## src/rtl/issue_pkg.sv

```systemverilog
// --------------------
// issue stage shared definitions
// unit indices, widths, row state and payload types
// --------------------
package issue_pkg;

    // one status row per function unit
    localparam int NUM_FU = 5;
    localparam int FU_W   = 3;

    // unit indices double as bit positions in the wait masks
    localparam logic [FU_W-1:0] FU_ALU   = 3'd0;
    localparam logic [FU_W-1:0] FU_LDST  = 3'd1;
    localparam logic [FU_W-1:0] FU_BR    = 3'd2;
    localparam logic [FU_W-1:0] FU_MLDST = 3'd3;
    localparam logic [FU_W-1:0] FU_GEMM  = 3'd4;

    // scalar rows come first, matrix rows follow
    localparam int NUM_SROWS = 3;
    localparam int NUM_MROWS = 2;

    // saturating age counter
    localparam int AGE_W = 3;

    // scalar register file
    localparam int REG_W    = 5;
    localparam int NUM_REGS = 32;
    localparam int DATA_W   = 32;

    // matrix register index
    localparam int MREG_W = 4;

    typedef enum logic [1:0] {
        FUST_EMPTY,
        FUST_WAIT,
        FUST_EX
    } fust_state_e;

    typedef struct packed {
        logic [3:0]       op;
        logic [REG_W-1:0] rs1;
        logic [REG_W-1:0] rs2;
        logic [REG_W-1:0] rd;
    } fust_s_row_t;

    typedef struct packed {
        logic [3:0]        op;
        logic [MREG_W-1:0] ms1;
        logic [MREG_W-1:0] ms2;
        logic [MREG_W-1:0] ms3;
    } fust_m_row_t;

endpackage

```

## src/rtl/fust_if.sv

```systemverilog
// --------------------
// status bank to issue selector link
// --------------------
interface fust_if #(
    parameter type ROW_T  = logic,
    parameter int  N_ROWS = 1
);

    // per-row view published by the bank
    logic [N_ROWS-1:0]            rdy;
    logic [issue_pkg::AGE_W-1:0]  age [N_ROWS];
    ROW_T                         payload [N_ROWS];
    issue_pkg::fust_state_e       state [N_ROWS];

    // one-hot issue strobe back from the selector
    logic [N_ROWS-1:0]            grant;

    modport bank (
        output rdy, age, payload, state,
        input  grant
    );

    modport sel (
        input  rdy, age, payload, state,
        output grant
    );

endinterface

```

## src/rtl/fust_bank.sv

```systemverilog
// --------------------
// function-unit status bank
// per-row state, wait mask, age and payload
// --------------------
module fust_bank #(
    parameter type ROW_T  = logic,
    parameter int  N_ROWS = 1,
    parameter int  BASE   = 0
) (
    input  logic                         CLK,
    input  logic                         nRST,
    input  logic                         disp_en,
    input  logic [issue_pkg::FU_W-1:0]   disp_fu,
    input  logic [issue_pkg::NUM_FU-1:0] disp_mask,
    input  ROW_T                         disp_row,
    input  logic                         wb_en,
    input  logic [issue_pkg::FU_W-1:0]   wb_fu,
    fust_if.bank                         tbl
);

    issue_pkg::fust_state_e         state_q [N_ROWS];
    logic [issue_pkg::NUM_FU-1:0]   mask_q [N_ROWS];
    logic [issue_pkg::AGE_W-1:0]    age_q [N_ROWS];
    ROW_T                           payload_q [N_ROWS];

    logic [issue_pkg::FU_W-1:0]     disp_idx;
    logic [issue_pkg::FU_W-1:0]     wb_idx;
    logic                           disp_hit;
    logic                           wb_hit;
    logic [issue_pkg::NUM_FU-1:0]   wb_clr;
    logic [N_ROWS-1:0]              load_vec;
    logic [N_ROWS-1:0]              rel_vec;
    logic [N_ROWS-1:0]              empty_vec;
    logic [N_ROWS-1:0]              ex_vec;

    always_comb begin
        // units below BASE wrap to large indices and miss the range check
        disp_idx = disp_fu - issue_pkg::FU_W'(BASE);
        wb_idx   = wb_fu - issue_pkg::FU_W'(BASE);
        disp_hit = disp_en && (disp_idx < issue_pkg::FU_W'(N_ROWS));
        wb_hit   = wb_en && (wb_idx < issue_pkg::FU_W'(N_ROWS));
        wb_clr   = wb_en ? (issue_pkg::NUM_FU'(1) << wb_fu) : '0;
        for (int r = 0; r < N_ROWS; r++) begin
            load_vec[r]    = disp_hit && (disp_idx == issue_pkg::FU_W'(r));
            rel_vec[r]     = wb_hit && (wb_idx == issue_pkg::FU_W'(r));
            empty_vec[r]   = state_q[r] == issue_pkg::FUST_EMPTY;
            ex_vec[r]      = state_q[r] == issue_pkg::FUST_EX;
            tbl.rdy[r]     = (state_q[r] == issue_pkg::FUST_WAIT) && (mask_q[r] == '0);
            tbl.state[r]   = state_q[r];
            tbl.age[r]     = age_q[r];
            tbl.payload[r] = payload_q[r];
        end
    end

    always_ff @(posedge CLK, negedge nRST) begin
        if (!nRST) begin
            for (int r = 0; r < N_ROWS; r++) begin
                state_q[r] <= issue_pkg::FUST_EMPTY;
                mask_q[r]  <= '0;
                age_q[r]   <= '0;
            end
        end else begin
            for (int r = 0; r < N_ROWS; r++) begin
                if (load_vec[r]) begin
                    // writeback on the same edge already clears its bit
                    state_q[r] <= issue_pkg::FUST_WAIT;
                    mask_q[r]  <= disp_mask & ~wb_clr;
                    age_q[r]   <= issue_pkg::AGE_W'(1);
                end else begin
                    mask_q[r] <= mask_q[r] & ~wb_clr;
                    if (rel_vec[r]) begin
                        state_q[r] <= issue_pkg::FUST_EMPTY;
                        age_q[r]   <= '0;
                    end else if (tbl.grant[r]) begin
                        state_q[r] <= issue_pkg::FUST_EX;
                    end else if (disp_en && !empty_vec[r] && (age_q[r] != '1)) begin
                        age_q[r] <= age_q[r] + 1'b1;
                    end
                end
            end
        end
    end

    always_ff @(posedge CLK) begin
        for (int r = 0; r < N_ROWS; r++) begin
            if (load_vec[r]) begin
                payload_q[r] <= disp_row;
            end
        end
    end

    a_grant_onehot: assert property (@(posedge CLK) disable iff (!nRST)
        $onehot0(tbl.grant));

    a_disp_empty: assert property (@(posedge CLK) disable iff (!nRST)
        disp_hit |-> ((load_vec & ~empty_vec) == '0));

    a_release_ex: assert property (@(posedge CLK) disable iff (!nRST)
        wb_hit |-> ((rel_vec & ~ex_vec) == '0));

endmodule

```

## src/rtl/regfile.sv

```systemverilog
// --------------------
// scalar register file
// two read ports, one write port, write-first bypass
// --------------------
module regfile (
    input  logic                         CLK,
    input  logic                         nRST,
    input  logic                         wen,
    input  logic [issue_pkg::REG_W-1:0]  wsel,
    input  logic [issue_pkg::DATA_W-1:0] wdata,
    input  logic [issue_pkg::REG_W-1:0]  rsel1,
    input  logic [issue_pkg::REG_W-1:0]  rsel2,
    output logic [issue_pkg::DATA_W-1:0] rdat1,
    output logic [issue_pkg::DATA_W-1:0] rdat2
);

    logic [issue_pkg::DATA_W-1:0] regs [issue_pkg::NUM_REGS];

    // register 0 is never written
    always_ff @(posedge CLK, negedge nRST) begin
        if (!nRST) begin
            for (int i = 0; i < issue_pkg::NUM_REGS; i++) begin
                regs[i] <= '0;
            end
        end else if (wen && (wsel != '0)) begin
            regs[wsel] <= wdata;
        end
    end

    // a write in the same cycle is seen by the read
    always_comb begin
        rdat1 = regs[rsel1];
        rdat2 = regs[rsel2];
        if (rsel1 == '0) begin
            rdat1 = '0;
        end else if (wen && (wsel == rsel1)) begin
            rdat1 = wdata;
        end
        if (rsel2 == '0) begin
            rdat2 = '0;
        end else if (wen && (wsel == rsel2)) begin
            rdat2 = wdata;
        end
    end

endmodule

```

## src/rtl/issue_select.sv

```systemverilog
// --------------------
// oldest-ready issue arbiter
// register read and issue output register
// --------------------
module issue_select (
    input  logic                         CLK,
    input  logic                         nRST,
    input  logic                         freeze,
    fust_if.sel                          stbl,
    fust_if.sel                          mtbl,
    output logic [issue_pkg::REG_W-1:0]  rsel1,
    output logic [issue_pkg::REG_W-1:0]  rsel2,
    input  logic [issue_pkg::DATA_W-1:0] rdat1,
    input  logic [issue_pkg::DATA_W-1:0] rdat2,
    output logic                         iss_valid,
    output logic [issue_pkg::FU_W-1:0]   iss_fu,
    output logic [issue_pkg::REG_W-1:0]  iss_rd,
    output logic [issue_pkg::DATA_W-1:0] iss_rdat1,
    output logic [issue_pkg::DATA_W-1:0] iss_rdat2,
    output logic [issue_pkg::MREG_W-1:0] iss_ms1,
    output logic [issue_pkg::MREG_W-1:0] iss_ms2,
    output logic [issue_pkg::MREG_W-1:0] iss_ms3
);

    logic [issue_pkg::NUM_FU-1:0]  rdy_all;
    logic [issue_pkg::NUM_FU-1:0]  ex_all;
    logic [issue_pkg::NUM_FU-1:0]  win;
    logic [issue_pkg::AGE_W-1:0]   age_all [issue_pkg::NUM_FU];
    logic [issue_pkg::AGE_W-1:0]   best_age;
    logic [issue_pkg::FU_W-1:0]    win_fu;
    logic                          any_rdy;
    logic                          win_scalar;
    issue_pkg::fust_s_row_t        s_row;
    issue_pkg::fust_m_row_t        m_row;

    // flatten both banks into unit order
    always_comb begin
        for (int r = 0; r < issue_pkg::NUM_SROWS; r++) begin
            rdy_all[r] = stbl.rdy[r];
            age_all[r] = stbl.age[r];
            ex_all[r]  = stbl.state[r] == issue_pkg::FUST_EX;
        end
        for (int r = 0; r < issue_pkg::NUM_MROWS; r++) begin
            rdy_all[issue_pkg::NUM_SROWS+r] = mtbl.rdy[r];
            age_all[issue_pkg::NUM_SROWS+r] = mtbl.age[r];
            ex_all[issue_pkg::NUM_SROWS+r]  = mtbl.state[r] == issue_pkg::FUST_EX;
        end
    end

    // strict compare keeps the lower index on a tie
    always_comb begin
        any_rdy  = 1'b0;
        best_age = '0;
        win_fu   = '0;
        for (int i = 0; i < issue_pkg::NUM_FU; i++) begin
            if (rdy_all[i] && (!any_rdy || (age_all[i] > best_age))) begin
                any_rdy  = 1'b1;
                best_age = age_all[i];
                win_fu   = issue_pkg::FU_W'(i);
            end
        end
        win        = any_rdy ? (issue_pkg::NUM_FU'(1) << win_fu) : '0;
        stbl.grant = freeze ? '0 : win[issue_pkg::NUM_SROWS-1:0];
        mtbl.grant = freeze ? '0 : win[issue_pkg::NUM_FU-1:issue_pkg::NUM_SROWS];
    end

    // payload of the winning row
    always_comb begin
        s_row      = '0;
        m_row      = '0;
        win_scalar = 1'b0;
        for (int r = 0; r < issue_pkg::NUM_SROWS; r++) begin
            if (win[r]) begin
                s_row      = stbl.payload[r];
                win_scalar = 1'b1;
            end
        end
        for (int r = 0; r < issue_pkg::NUM_MROWS; r++) begin
            if (win[issue_pkg::NUM_SROWS+r]) begin
                m_row = mtbl.payload[r];
            end
        end
        rsel1 = s_row.rs1;
        rsel2 = s_row.rs2;
    end

    // bundle holds while frozen
    always_ff @(posedge CLK, negedge nRST) begin
        if (!nRST) begin
            iss_valid <= 1'b0;
            iss_fu    <= '0;
            iss_rd    <= '0;
            iss_rdat1 <= '0;
            iss_rdat2 <= '0;
            iss_ms1   <= '0;
            iss_ms2   <= '0;
            iss_ms3   <= '0;
        end else if (!freeze) begin
            iss_valid <= any_rdy;
            iss_fu    <= win_fu;
            iss_rd    <= s_row.rd;
            iss_rdat1 <= win_scalar ? rdat1 : '0;
            iss_rdat2 <= win_scalar ? rdat2 : '0;
            iss_ms1   <= m_row.ms1;
            iss_ms2   <= m_row.ms2;
            iss_ms3   <= m_row.ms3;
        end
    end

    // a valid after an unfrozen cycle belongs to the one row that just entered EX
    a_valid_pulse: assert property (@(posedge CLK) disable iff (!nRST)
        !freeze |=> (!iss_valid
            || ((ex_all & ~$past(ex_all)) == (issue_pkg::NUM_FU'(1) << iss_fu))));

    // the issued unit's row has moved to EX in its bank
    a_issued_in_ex: assert property (@(posedge CLK) disable iff (!nRST)
        (!freeze && any_rdy) |=> (iss_valid && ex_all[iss_fu]));

endmodule

```

## src/rtl/issue_stage.sv

```systemverilog
// --------------------
// issue stage top
// --------------------
module issue_stage (
    input  logic                         CLK,
    input  logic                         nRST,
    input  logic                         freeze,
    input  logic                         disp_en,
    input  logic [issue_pkg::FU_W-1:0]   disp_fu,
    input  logic [issue_pkg::NUM_FU-1:0] disp_mask,
    input  issue_pkg::fust_s_row_t       disp_srow,
    input  issue_pkg::fust_m_row_t       disp_mrow,
    input  logic                         wb_en,
    input  logic [issue_pkg::FU_W-1:0]   wb_fu,
    input  logic                         wb_wen,
    input  logic [issue_pkg::REG_W-1:0]  wb_rd,
    input  logic [issue_pkg::DATA_W-1:0] wb_data,
    output logic                         iss_valid,
    output logic [issue_pkg::FU_W-1:0]   iss_fu,
    output logic [issue_pkg::REG_W-1:0]  iss_rd,
    output logic [issue_pkg::DATA_W-1:0] iss_rdat1,
    output logic [issue_pkg::DATA_W-1:0] iss_rdat2,
    output logic [issue_pkg::MREG_W-1:0] iss_ms1,
    output logic [issue_pkg::MREG_W-1:0] iss_ms2,
    output logic [issue_pkg::MREG_W-1:0] iss_ms3
);

    logic [issue_pkg::REG_W-1:0]  rsel1;
    logic [issue_pkg::REG_W-1:0]  rsel2;
    logic [issue_pkg::DATA_W-1:0] rdat1;
    logic [issue_pkg::DATA_W-1:0] rdat2;

    fust_if #(.ROW_T(issue_pkg::fust_s_row_t), .N_ROWS(issue_pkg::NUM_SROWS)) s_tbl ();
    fust_if #(.ROW_T(issue_pkg::fust_m_row_t), .N_ROWS(issue_pkg::NUM_MROWS)) m_tbl ();

    // scalar units ALU, LDST, BR
    fust_bank #(
        .ROW_T  (issue_pkg::fust_s_row_t),
        .N_ROWS (issue_pkg::NUM_SROWS),
        .BASE   (int'(issue_pkg::FU_ALU))
    ) sbank_i (
        .CLK(CLK), .nRST(nRST),
        .disp_en(disp_en), .disp_fu(disp_fu), .disp_mask(disp_mask), .disp_row(disp_srow),
        .wb_en(wb_en), .wb_fu(wb_fu), .tbl(s_tbl)
    );

    // matrix units MLDST, GEMM
    fust_bank #(
        .ROW_T  (issue_pkg::fust_m_row_t),
        .N_ROWS (issue_pkg::NUM_MROWS),
        .BASE   (int'(issue_pkg::FU_MLDST))
    ) mbank_i (
        .CLK(CLK), .nRST(nRST),
        .disp_en(disp_en), .disp_fu(disp_fu), .disp_mask(disp_mask), .disp_row(disp_mrow),
        .wb_en(wb_en), .wb_fu(wb_fu), .tbl(m_tbl)
    );

    regfile regfile_i (
        .CLK(CLK), .nRST(nRST),
        .wen(wb_wen), .wsel(wb_rd), .wdata(wb_data),
        .rsel1(rsel1), .rsel2(rsel2), .rdat1(rdat1), .rdat2(rdat2)
    );

    issue_select select_i (
        .CLK(CLK), .nRST(nRST), .freeze(freeze),
        .stbl(s_tbl), .mtbl(m_tbl),
        .rsel1(rsel1), .rsel2(rsel2), .rdat1(rdat1), .rdat2(rdat2),
        .iss_valid(iss_valid), .iss_fu(iss_fu), .iss_rd(iss_rd),
        .iss_rdat1(iss_rdat1), .iss_rdat2(iss_rdat2),
        .iss_ms1(iss_ms1), .iss_ms2(iss_ms2), .iss_ms3(iss_ms3)
    );

endmodule

```

## config.mk

```make
export PLATFORM = sky130hd
export DESIGN_NAME = issue_stage
export DESIGN_NICKNAME = d
export VERILOG_FILES = /design/src/rtl/issue_pkg.sv /design/src/rtl/fust_if.sv /design/src/rtl/fust_bank.sv /design/src/rtl/regfile.sv /design/src/rtl/issue_select.sv /design/src/rtl/issue_stage.sv
export SDC_FILE = /design/constraint.sdc
export NUM_CORES = 2
export LEC_CHECK = 0
export BUFFER_PORTS_ARGS = -buffer_cell sky130_fd_sc_hd__buf_2
export CELL_PAD_IN_SITES_DETAIL_PLACEMENT = 0
export CELL_PAD_IN_SITES_GLOBAL_PLACEMENT = 1
export CORE_UTILIZATION = 45
export DETAILED_ROUTE_END_ITERATION = 12
export PLACE_DENSITY_LB_ADDON = 0.1
export SLEW_MARGIN = 0
export SYNTH_ARGS = -nofsm -noshare
export SYNTH_HDL_FRONTEND = slang
export SYNTH_SLANG_ARGS = --single-unit
```

## constraint.sdc

```tcl
create_clock -name CLK -period 10.42 [get_ports CLK]
set_input_delay 0.521 -clock CLK [delete_from_list [all_inputs] [get_ports CLK]]
set_output_delay 0.521 -clock CLK [all_outputs]
set_load 0.05 [all_outputs]
```

Word level (Yosys, flattened, before mapping). Memories as Yosys holds them, arrays and structs flattened. Index checks and enable logic that the tools add are counted.

Reductions and logical operators: 85. Bitwise operators: 10. Shift operators: 2. Equal/unequal tests: 23. Add/sub/neg operators: 7. Mux-type cells: 99. Order comparisons: 12.

Operators by type and width (number): $bwmux W1024 (1); $mux W32 (11); $bmux W32 S5 (2); $demux W32 S5 (1); $mux W3 (26); $mux W15 (3); $mux W2 (20); $mux W19 (2); $reduce_or A19 Y1 (2); $logic_and A1 B1 Y1 (37); $logic_not A5 Y1 (7); $mux W5 (7); $and A5 B5 Y5 (6); $reduce_bool A3 Y1 (10); $mux W12 (2); $mux W1 (23); $ge A6 B6 Y1 const B (3); $not A5 Y6 (3); $mux W16 (1); $reduce_or A16 Y1 (1); $add A3 B1 Y3 const B (5); $ne A3 B1 Y1 const B (5); $ne A3 B3 Y1 const B (5); $eq A3 B1 Y1 const B (4); other kinds (15) (51).

Memories: 2. Register bits after elaboration: 1159. Input bits: 89. Bits in writable memories: 89.

Memory list: sbank_i.payload_q (words 3, bits a word 19, rd ports 3, clocked after Yosys merged registers in 0, write ports 1, RTL line fust_bank.sv:24) `ROW_T payload_q [N_ROWS];`; mbank_i.payload_q (words 2, bits a word 16, rd ports 2, clocked after Yosys merged registers in 0, write ports 1, RTL line fust_bank.sv:24).

Depth between registers and ports, before layout.
Depth after elaboration: 31. Depth in mapped cells: 45.

Modules after synthesis. Synthesis repeated with hierarchy kept, for this count alone.

Cell total of the unflattened synthesis: 4361. Area, all modules: 64349.2 sq um.

By module, submodules not included: regfile (cells an instance 3691, area an instance 54896.4 sq um, times used 1); issue_select (cells an instance 338, area an instance 4100.2 sq um, times used 1); fust_bank at sbank_i (cells an instance 195, area an instance 3254.4 sq um, times used 1); fust_bank at mbank_i (cells an instance 137, area an instance 2098.3 sq um, times used 1).

Least setup slack after synthesis. Ideal clock, no wire load.

Kind: register -> register. From: register sbank_i.mask_q[10] (netlist name). To: register select_i.iss_rdat2[11] (netlist name). Cell stages (with the launch flop): 41. Path slack: 1647 ps. Period minus slack after synthesis: 8773 ps. Arrival: 8628 ps. Required time: 10276 ps. Path buffers: 8. Library setup time: 144 ps. Cell sequence: dfrtp_1 > nor4_1 > and2_1 > buf_2 > nand2_1 > ha_1 > nand3_1 > o21ai_0 > o21a_1 > nor2_1 > nor2_1 > a21oi_1 > ha_1 > a211o_1 > a22o_1 > clkbuf_1 > nand2_1 > buf_2 > [... 5 more ...] > o32ai_2 > and2_1 > clkbuf_1 > clkbuf_1 > mux2_2 > ha_1 > nand3_1 > o21ai_0 > nor3_2 > nor4_1 > and2_1 > buf_4 > o2bb2ai_2 > buf_2 > buf_2 > mux4_2 > a2111oi_4 > a32oi_1.

Word-level cells in the longest chain between the ends: 31.

Ends and longest elaborated chain: start: declaration (RTL line fust_bank.sv:22) `logic [issue_pkg::NUM_FU-1:0] mask_q [N_ROWS];`; start signal: indexed assignment (RTL line fust_bank.sv:67) `mask_q[r] <= disp_mask & ~wb_clr;`; start signal: indexed assignment (RTL line fust_bank.sv:70) `mask_q[r] <= mask_q[r] & ~wb_clr;`; $logic_not A5 Y1 (*) (RTL line fust_bank.sv:48) `tbl.rdy[r] = (state_q[r] == issue_pkg::FUST_WAIT) && (mask_q[r] == '0);`; $logic_and A1 B1 Y1 (*) (RTL line fust_bank.sv:48); $mux W3 / $mux W1 (equally long branches) (RTL line issue_select.sv:56) `if (rdy_all[i] && (!any_rdy || (age_all[i] > best_age))) begin`; $gt A3 B3 Y1 / $logic_not A1 Y1 (equally long branches) (RTL line issue_select.sv:56); $logic_or A1 B1 Y1 (RTL line issue_select.sv:56); $logic_and A1 B1 Y1 (RTL line issue_select.sv:56); $mux W3 / $mux W1 (equally long branches) (RTL line issue_select.sv:56); $gt A3 B3 Y1 / $logic_not A1 Y1 (equally long branches) (RTL line issue_select.sv:56); [... 12 more ...]; $mux W5 (*) (RTL line issue_select.sv:62) `win = any_rdy ? (issue_pkg::NUM_FU'(1) << win_fu) : '0;`; $mux W15 (3 in a row) (RTL line issue_select.sv:73) `if (win[r]) begin`; $not A5 Y6 (implied by the code) (RTL line regfile.sv:33) `rdat2 = regs[rsel2];`; $bmux W32 S5 (RTL line regfile.sv:33); $mux W32 (implied by the code) (2 in a row) (RTL line regfile.sv:33); $mux W32 (RTL line regfile.sv:41) `end else if (wen && (wsel == rsel2)) begin`; $mux W32 (RTL line regfile.sv:39) `if (rsel2 == '0) begin`; $mux W32 (*) (RTL line issue_select.sv:103) `iss_rdat2 <= win_scalar ? rdat2 : '0;`; end signal: assignment (RTL line issue_select.sv:103); end: declaration (RTL line issue_select.sv:19) `output logic [issue_pkg::DATA_W-1:0] iss_rdat2,`.

Every way passes the cells marked *; elsewhere a longest branch is shown, timed or not. The select of a mux whose other input is x is not followed. A chain may end at the register's enable or synchronous reset.

Worst setup path in the final report.
From: register sbank_i.mask_q[10] (netlist name). To: register select_i.iss_rdat2[28] (netlist name).

Same word-level chain as after synthesis.

==> impl_results.md <==
* Status: finished clean
* Row count at 139
* H-tree depth at 4
* Peak VDD IR at 0.4430 mV
* CTS tree: done
* Final nets at 6028
* Hold WC Path Type: in2reg
* Die ar. at 0.1461 mm^2
* Share of cells above drive strength 1 at 28.44%
* Netlist Area Pre-Place at 0.06507 mm^2
* Fin area at 0.07307 mm^2
* Setup tns final at 0 ns
* Asr flop ratio synth at 94.38%
* Critical Path Source Type: flop
* Total Wirelength at 254.0 mm
* First-pass GRT wire length at 366.0 mm
* Internal power at 11.74 mW
* Drt wl/cell at 32.08 um
* Initial Util at 45.35%
* Vias at 51197
* Die Span Y at 382.3 um
* Number of antenna violations at the first check in global routing at 11
* Critical Path Sink Type: flop
* Root buf cell: clkbuf_16
* I/O pin cnt at 174
* Gp weighted congestion at around 0.83
* Worst-margin pin slew at 1.366 ns
* Max Transition Viols Final at 0
* CP required at 11.04 ns
* Clock skew after layout at ~0.038 ns
* Fin. Hold Viols at 0
* Slowest cell on the critical path: or4_1
* Top_reg_cell synth: dfrtp_1
* Area Growth Syn to Fin at 12.29%
* Leakage at ~33 nW
* RSZ-0062 raised after global routing: false
* Power Density at 276.1 mW/mm^2
* Via density at 6.465
* Logic gate share of total power at between 40% and 50%
* Fmax at 0.1028 GHz
* Slew headroom at 8.690%
* Switching power at 8.434 mW
* Leading cell types in the layout, fill and taps excluded: 1159 x dfrtp_1, 1086 x nand2_1, 999 x mux2_2, 371 x mux2i_1, 239 x a21oi_1
* DR iter-0 viols at 5649
* Pin count of the biggest net entering global routing at 159
* CTS clk-pin slew, worst paths at roughly 0.060 ns
* Hold Startpoint: disp_mask[0]
* Mapped Cells at 5980
* Final number of setup-violating endpoints at 0
* Core area at 0.1435 mm^2
* CP max FO at 60
* Arrival time worst endpoint at 10.34 ns
* Clk pwr share at 25.1%
* Crit-path max cell delay at 0.56 ns
* Sw Ratio at 41.80%
* Sequential fraction of the synthesis area at a little under half
* Post-route minimum period at ~9.7 ns
* Die Wd at around 380 um
* Post-route insts no fill at 7919
* Port bufs at 165
* Critical path origin: sbank_i.mask_q[10]
* Clock Latency Late Sink at 0.80 ns
* Synth Warn # at 0
* Syn Nets at slightly above 6000
* GR Overflow Total at 0
* CP most frequent cell: o21ai_0
* Number of synthesized flops with an enable pin at between 60 and 70
* Post-Place Cells at between 7000 and 8000
* Flop pwr share at a little under a third
* Post-route ant nets at 0
* Setup CP Type: reg2reg
* Post-DP HPWL at ~140 mm
* Total of max-cap violations at 0
* Final worst path period share at 93.33%
* CTS Buf Count at 145
* First drt pass iteration count at 9
* Setup Fix Bufs, Post-CTS at 0
* GR Util All Layers at 34.44%
* CTS Buffer Depth at 3
* Count of cell types in the netlist at 88
* Dpl cell area at between 0.06 and 0.07 mm^2
* Ant. Diodes at 0
* Clock sinks at 1228
* Vias in the first global route at 50197
* Commonest non-fill, non-tap cell in the layout: dfrtp_1
* # DRC at 0
* Syn avg cell area at approximately 11 um^2
* RR Startpoint: sbank_i.mask_q[10]
* Register bit total from synthesis at 1228
synth_stat cells, types with 23 or more instances:
cell type | number | area share [%]
a222oi_1 | 32 | 0.49
nor3_1 | 40 | 0.31
ha_1 | 33 | 0.63
mux4_2 | 66 | 2.3
buf_1 | 75 | 0.43
a311oi_1 | 31 | 0.42
nor2_1 | 79 | 0.46
a221oi_1 | 51 | 0.69
a32oi_1 | 36 | 0.48
nand2_1 | 1104 | 6.4
o21a_1 | 30 | 0.35
a21oi_1 | 239 | 1.8
inv_1 | 31 | 0.18
mux2i_1 | 371 | 5.7
a21boi_0 | 28 | 0.32
o31ai_1 | 31 | 0.36
nand3_1 | 180 | 1.4
o221ai_1 | 27 | 0.36
dfrtp_1 | 1159 | 45
edfxtp_1 | 69 | 3.2
clkbuf_1 | 384 | 2.2
o21ai_0 | 71 | 0.55
a32o_1 | 27 | 0.42
and3_1 | 149 | 1.4
o22ai_1 | 112 | 1.1
buf_2 | 103 | 0.79
nor4_1 | 23 | 0.22
a41oi_1 | 28 | 0.38
a211oi_1 | 78 | 0.90
a31oi_1 | 77 | 0.74
mux2_2 | 999 | 17
or4_1 | 27 | 0.31
cells by family (layout without fill, tap and decap cells):
family / count (synthesis) / in the layout / share of synthesized area [%]
simple gates: 1667 / 1667 / 11.27
mux: 1436 / 1436 / 25.28
flops: 1228 / 1228 / 47.76
compound gates: 991 / 991 / 11.02
buf+inv: 614 / 650 / 3.884
fa+ha+maj: 33 / 33 / 0.6346
xor+xnor: 11 / 11 / 0.1481
power groups by stage:
stage	registers (mW)	clock network, mW	logic, mW
global placement	6.43	0	8.48
CTS	6.38	5.14	8.57
finish	6.40	5.07	8.71
floorplan	6.49	0	5.24
detailed placement	6.45	0	8.53
global route	6.51	5.33	9.13
critical path, delay by kind of cell (launching register included):
kind                       cells  cell delay [ns]
AOI/OAI and AO/OA             13             2.48
adders and majority gates      4             1.14
buffers and inverters          4             1.06
DFF                            1             0.38
muxes                          2             0.62
and+or+nand+nor               14             3.73
sequential cells by signal, summed over array words and instances (netlist names):
register and cells:
mbank_i.tbl.state 4, select_i.iss_ms1 4, regfile_i.regs 1024, select_i.iss_ms3 4
sbank_i.tbl.age 9, mbank_i.tbl.age 6, select_i.iss_valid 1, select_i.iss_rdat1 32
mbank_i.payload_q 24, mbank_i.mask_q 10, sbank_i.tbl.state 6, sbank_i.mask_q 15
select_i.iss_fu 3, sbank_i.payload_q 45, select_i.iss_ms2 4, select_i.iss_rd 5
select_i.iss_rdat2 32
per-layer routing:
layer	part of all wire, %	wire length [um]	track usage (%)
met5	0.018	46	0
met4	4.3	10860	14.02
met3	7.7	19570	6.035
met2	45	113700	52.54
met1	43	109800	48.42
layout make-up:
| cell class | instances | area [um^2] |
|---|---|---|
| fillers | 13019 | 70420 |
| multi-input cells | 4138 | 31890 |
| inverters | 32 | 120.1 |
| clock buffers | 220 | 4278 |
| clock inverters | 37 | 382.9 |
| repair buffers | 361 | 2937 |
| well taps | 1903 | 2381 |
| flip-flops and latches | 1228 | 31070 |
timing repair:
item | in CTS | in global routing
hold endpoints to repair | 224 | 0
endpoints found under the setup margin | 0 | 48
resized for setup | 0 | 3
hold buffers | 32 | 0
final timing paths:
check | end | slack [ns] | cells after the start
max | select_i.iss_rdat2[28] | 0.70 | 37
min | mbank_i.mask_q[0] | 0.03 | 3
max reg2reg | select_i.iss_rdat2[28] | 0.70 | 37
min reg2reg | regfile_i.regs[1011] | 0.40 | 0
max in group asynchronous | sbank_i.mask_q[10] | 7.67 | 4
min in group asynchronous | select_i.iss_rdat1[7] | 0.34 | 2
metrics by stage:
| stage | power (mW) | setup WS, ns | util [%] | hold WS [ns] |
|---|---|---|---|---|
| 6_report | 20.18 | 0.6953 | 50.92 | 0.03224 |
| 5_1_grt | 20.97 | 0.07124 | 50.92 | 0.01649 |
| 4_1_cts | 20.09 | 0.2940 | 50.92 | 0.0008369 |
| 3_5_place_dp | 14.99 | 0.4213 | 47.44 | 0.3858 |
| 3_3_place_gp | 14.91 | 0.4832 | 47.44 | 0.3821 |
| 2_1_floorplan | 11.73 | 1.647 | - | 0.2254 |
(Power assumes the default switching activity.)
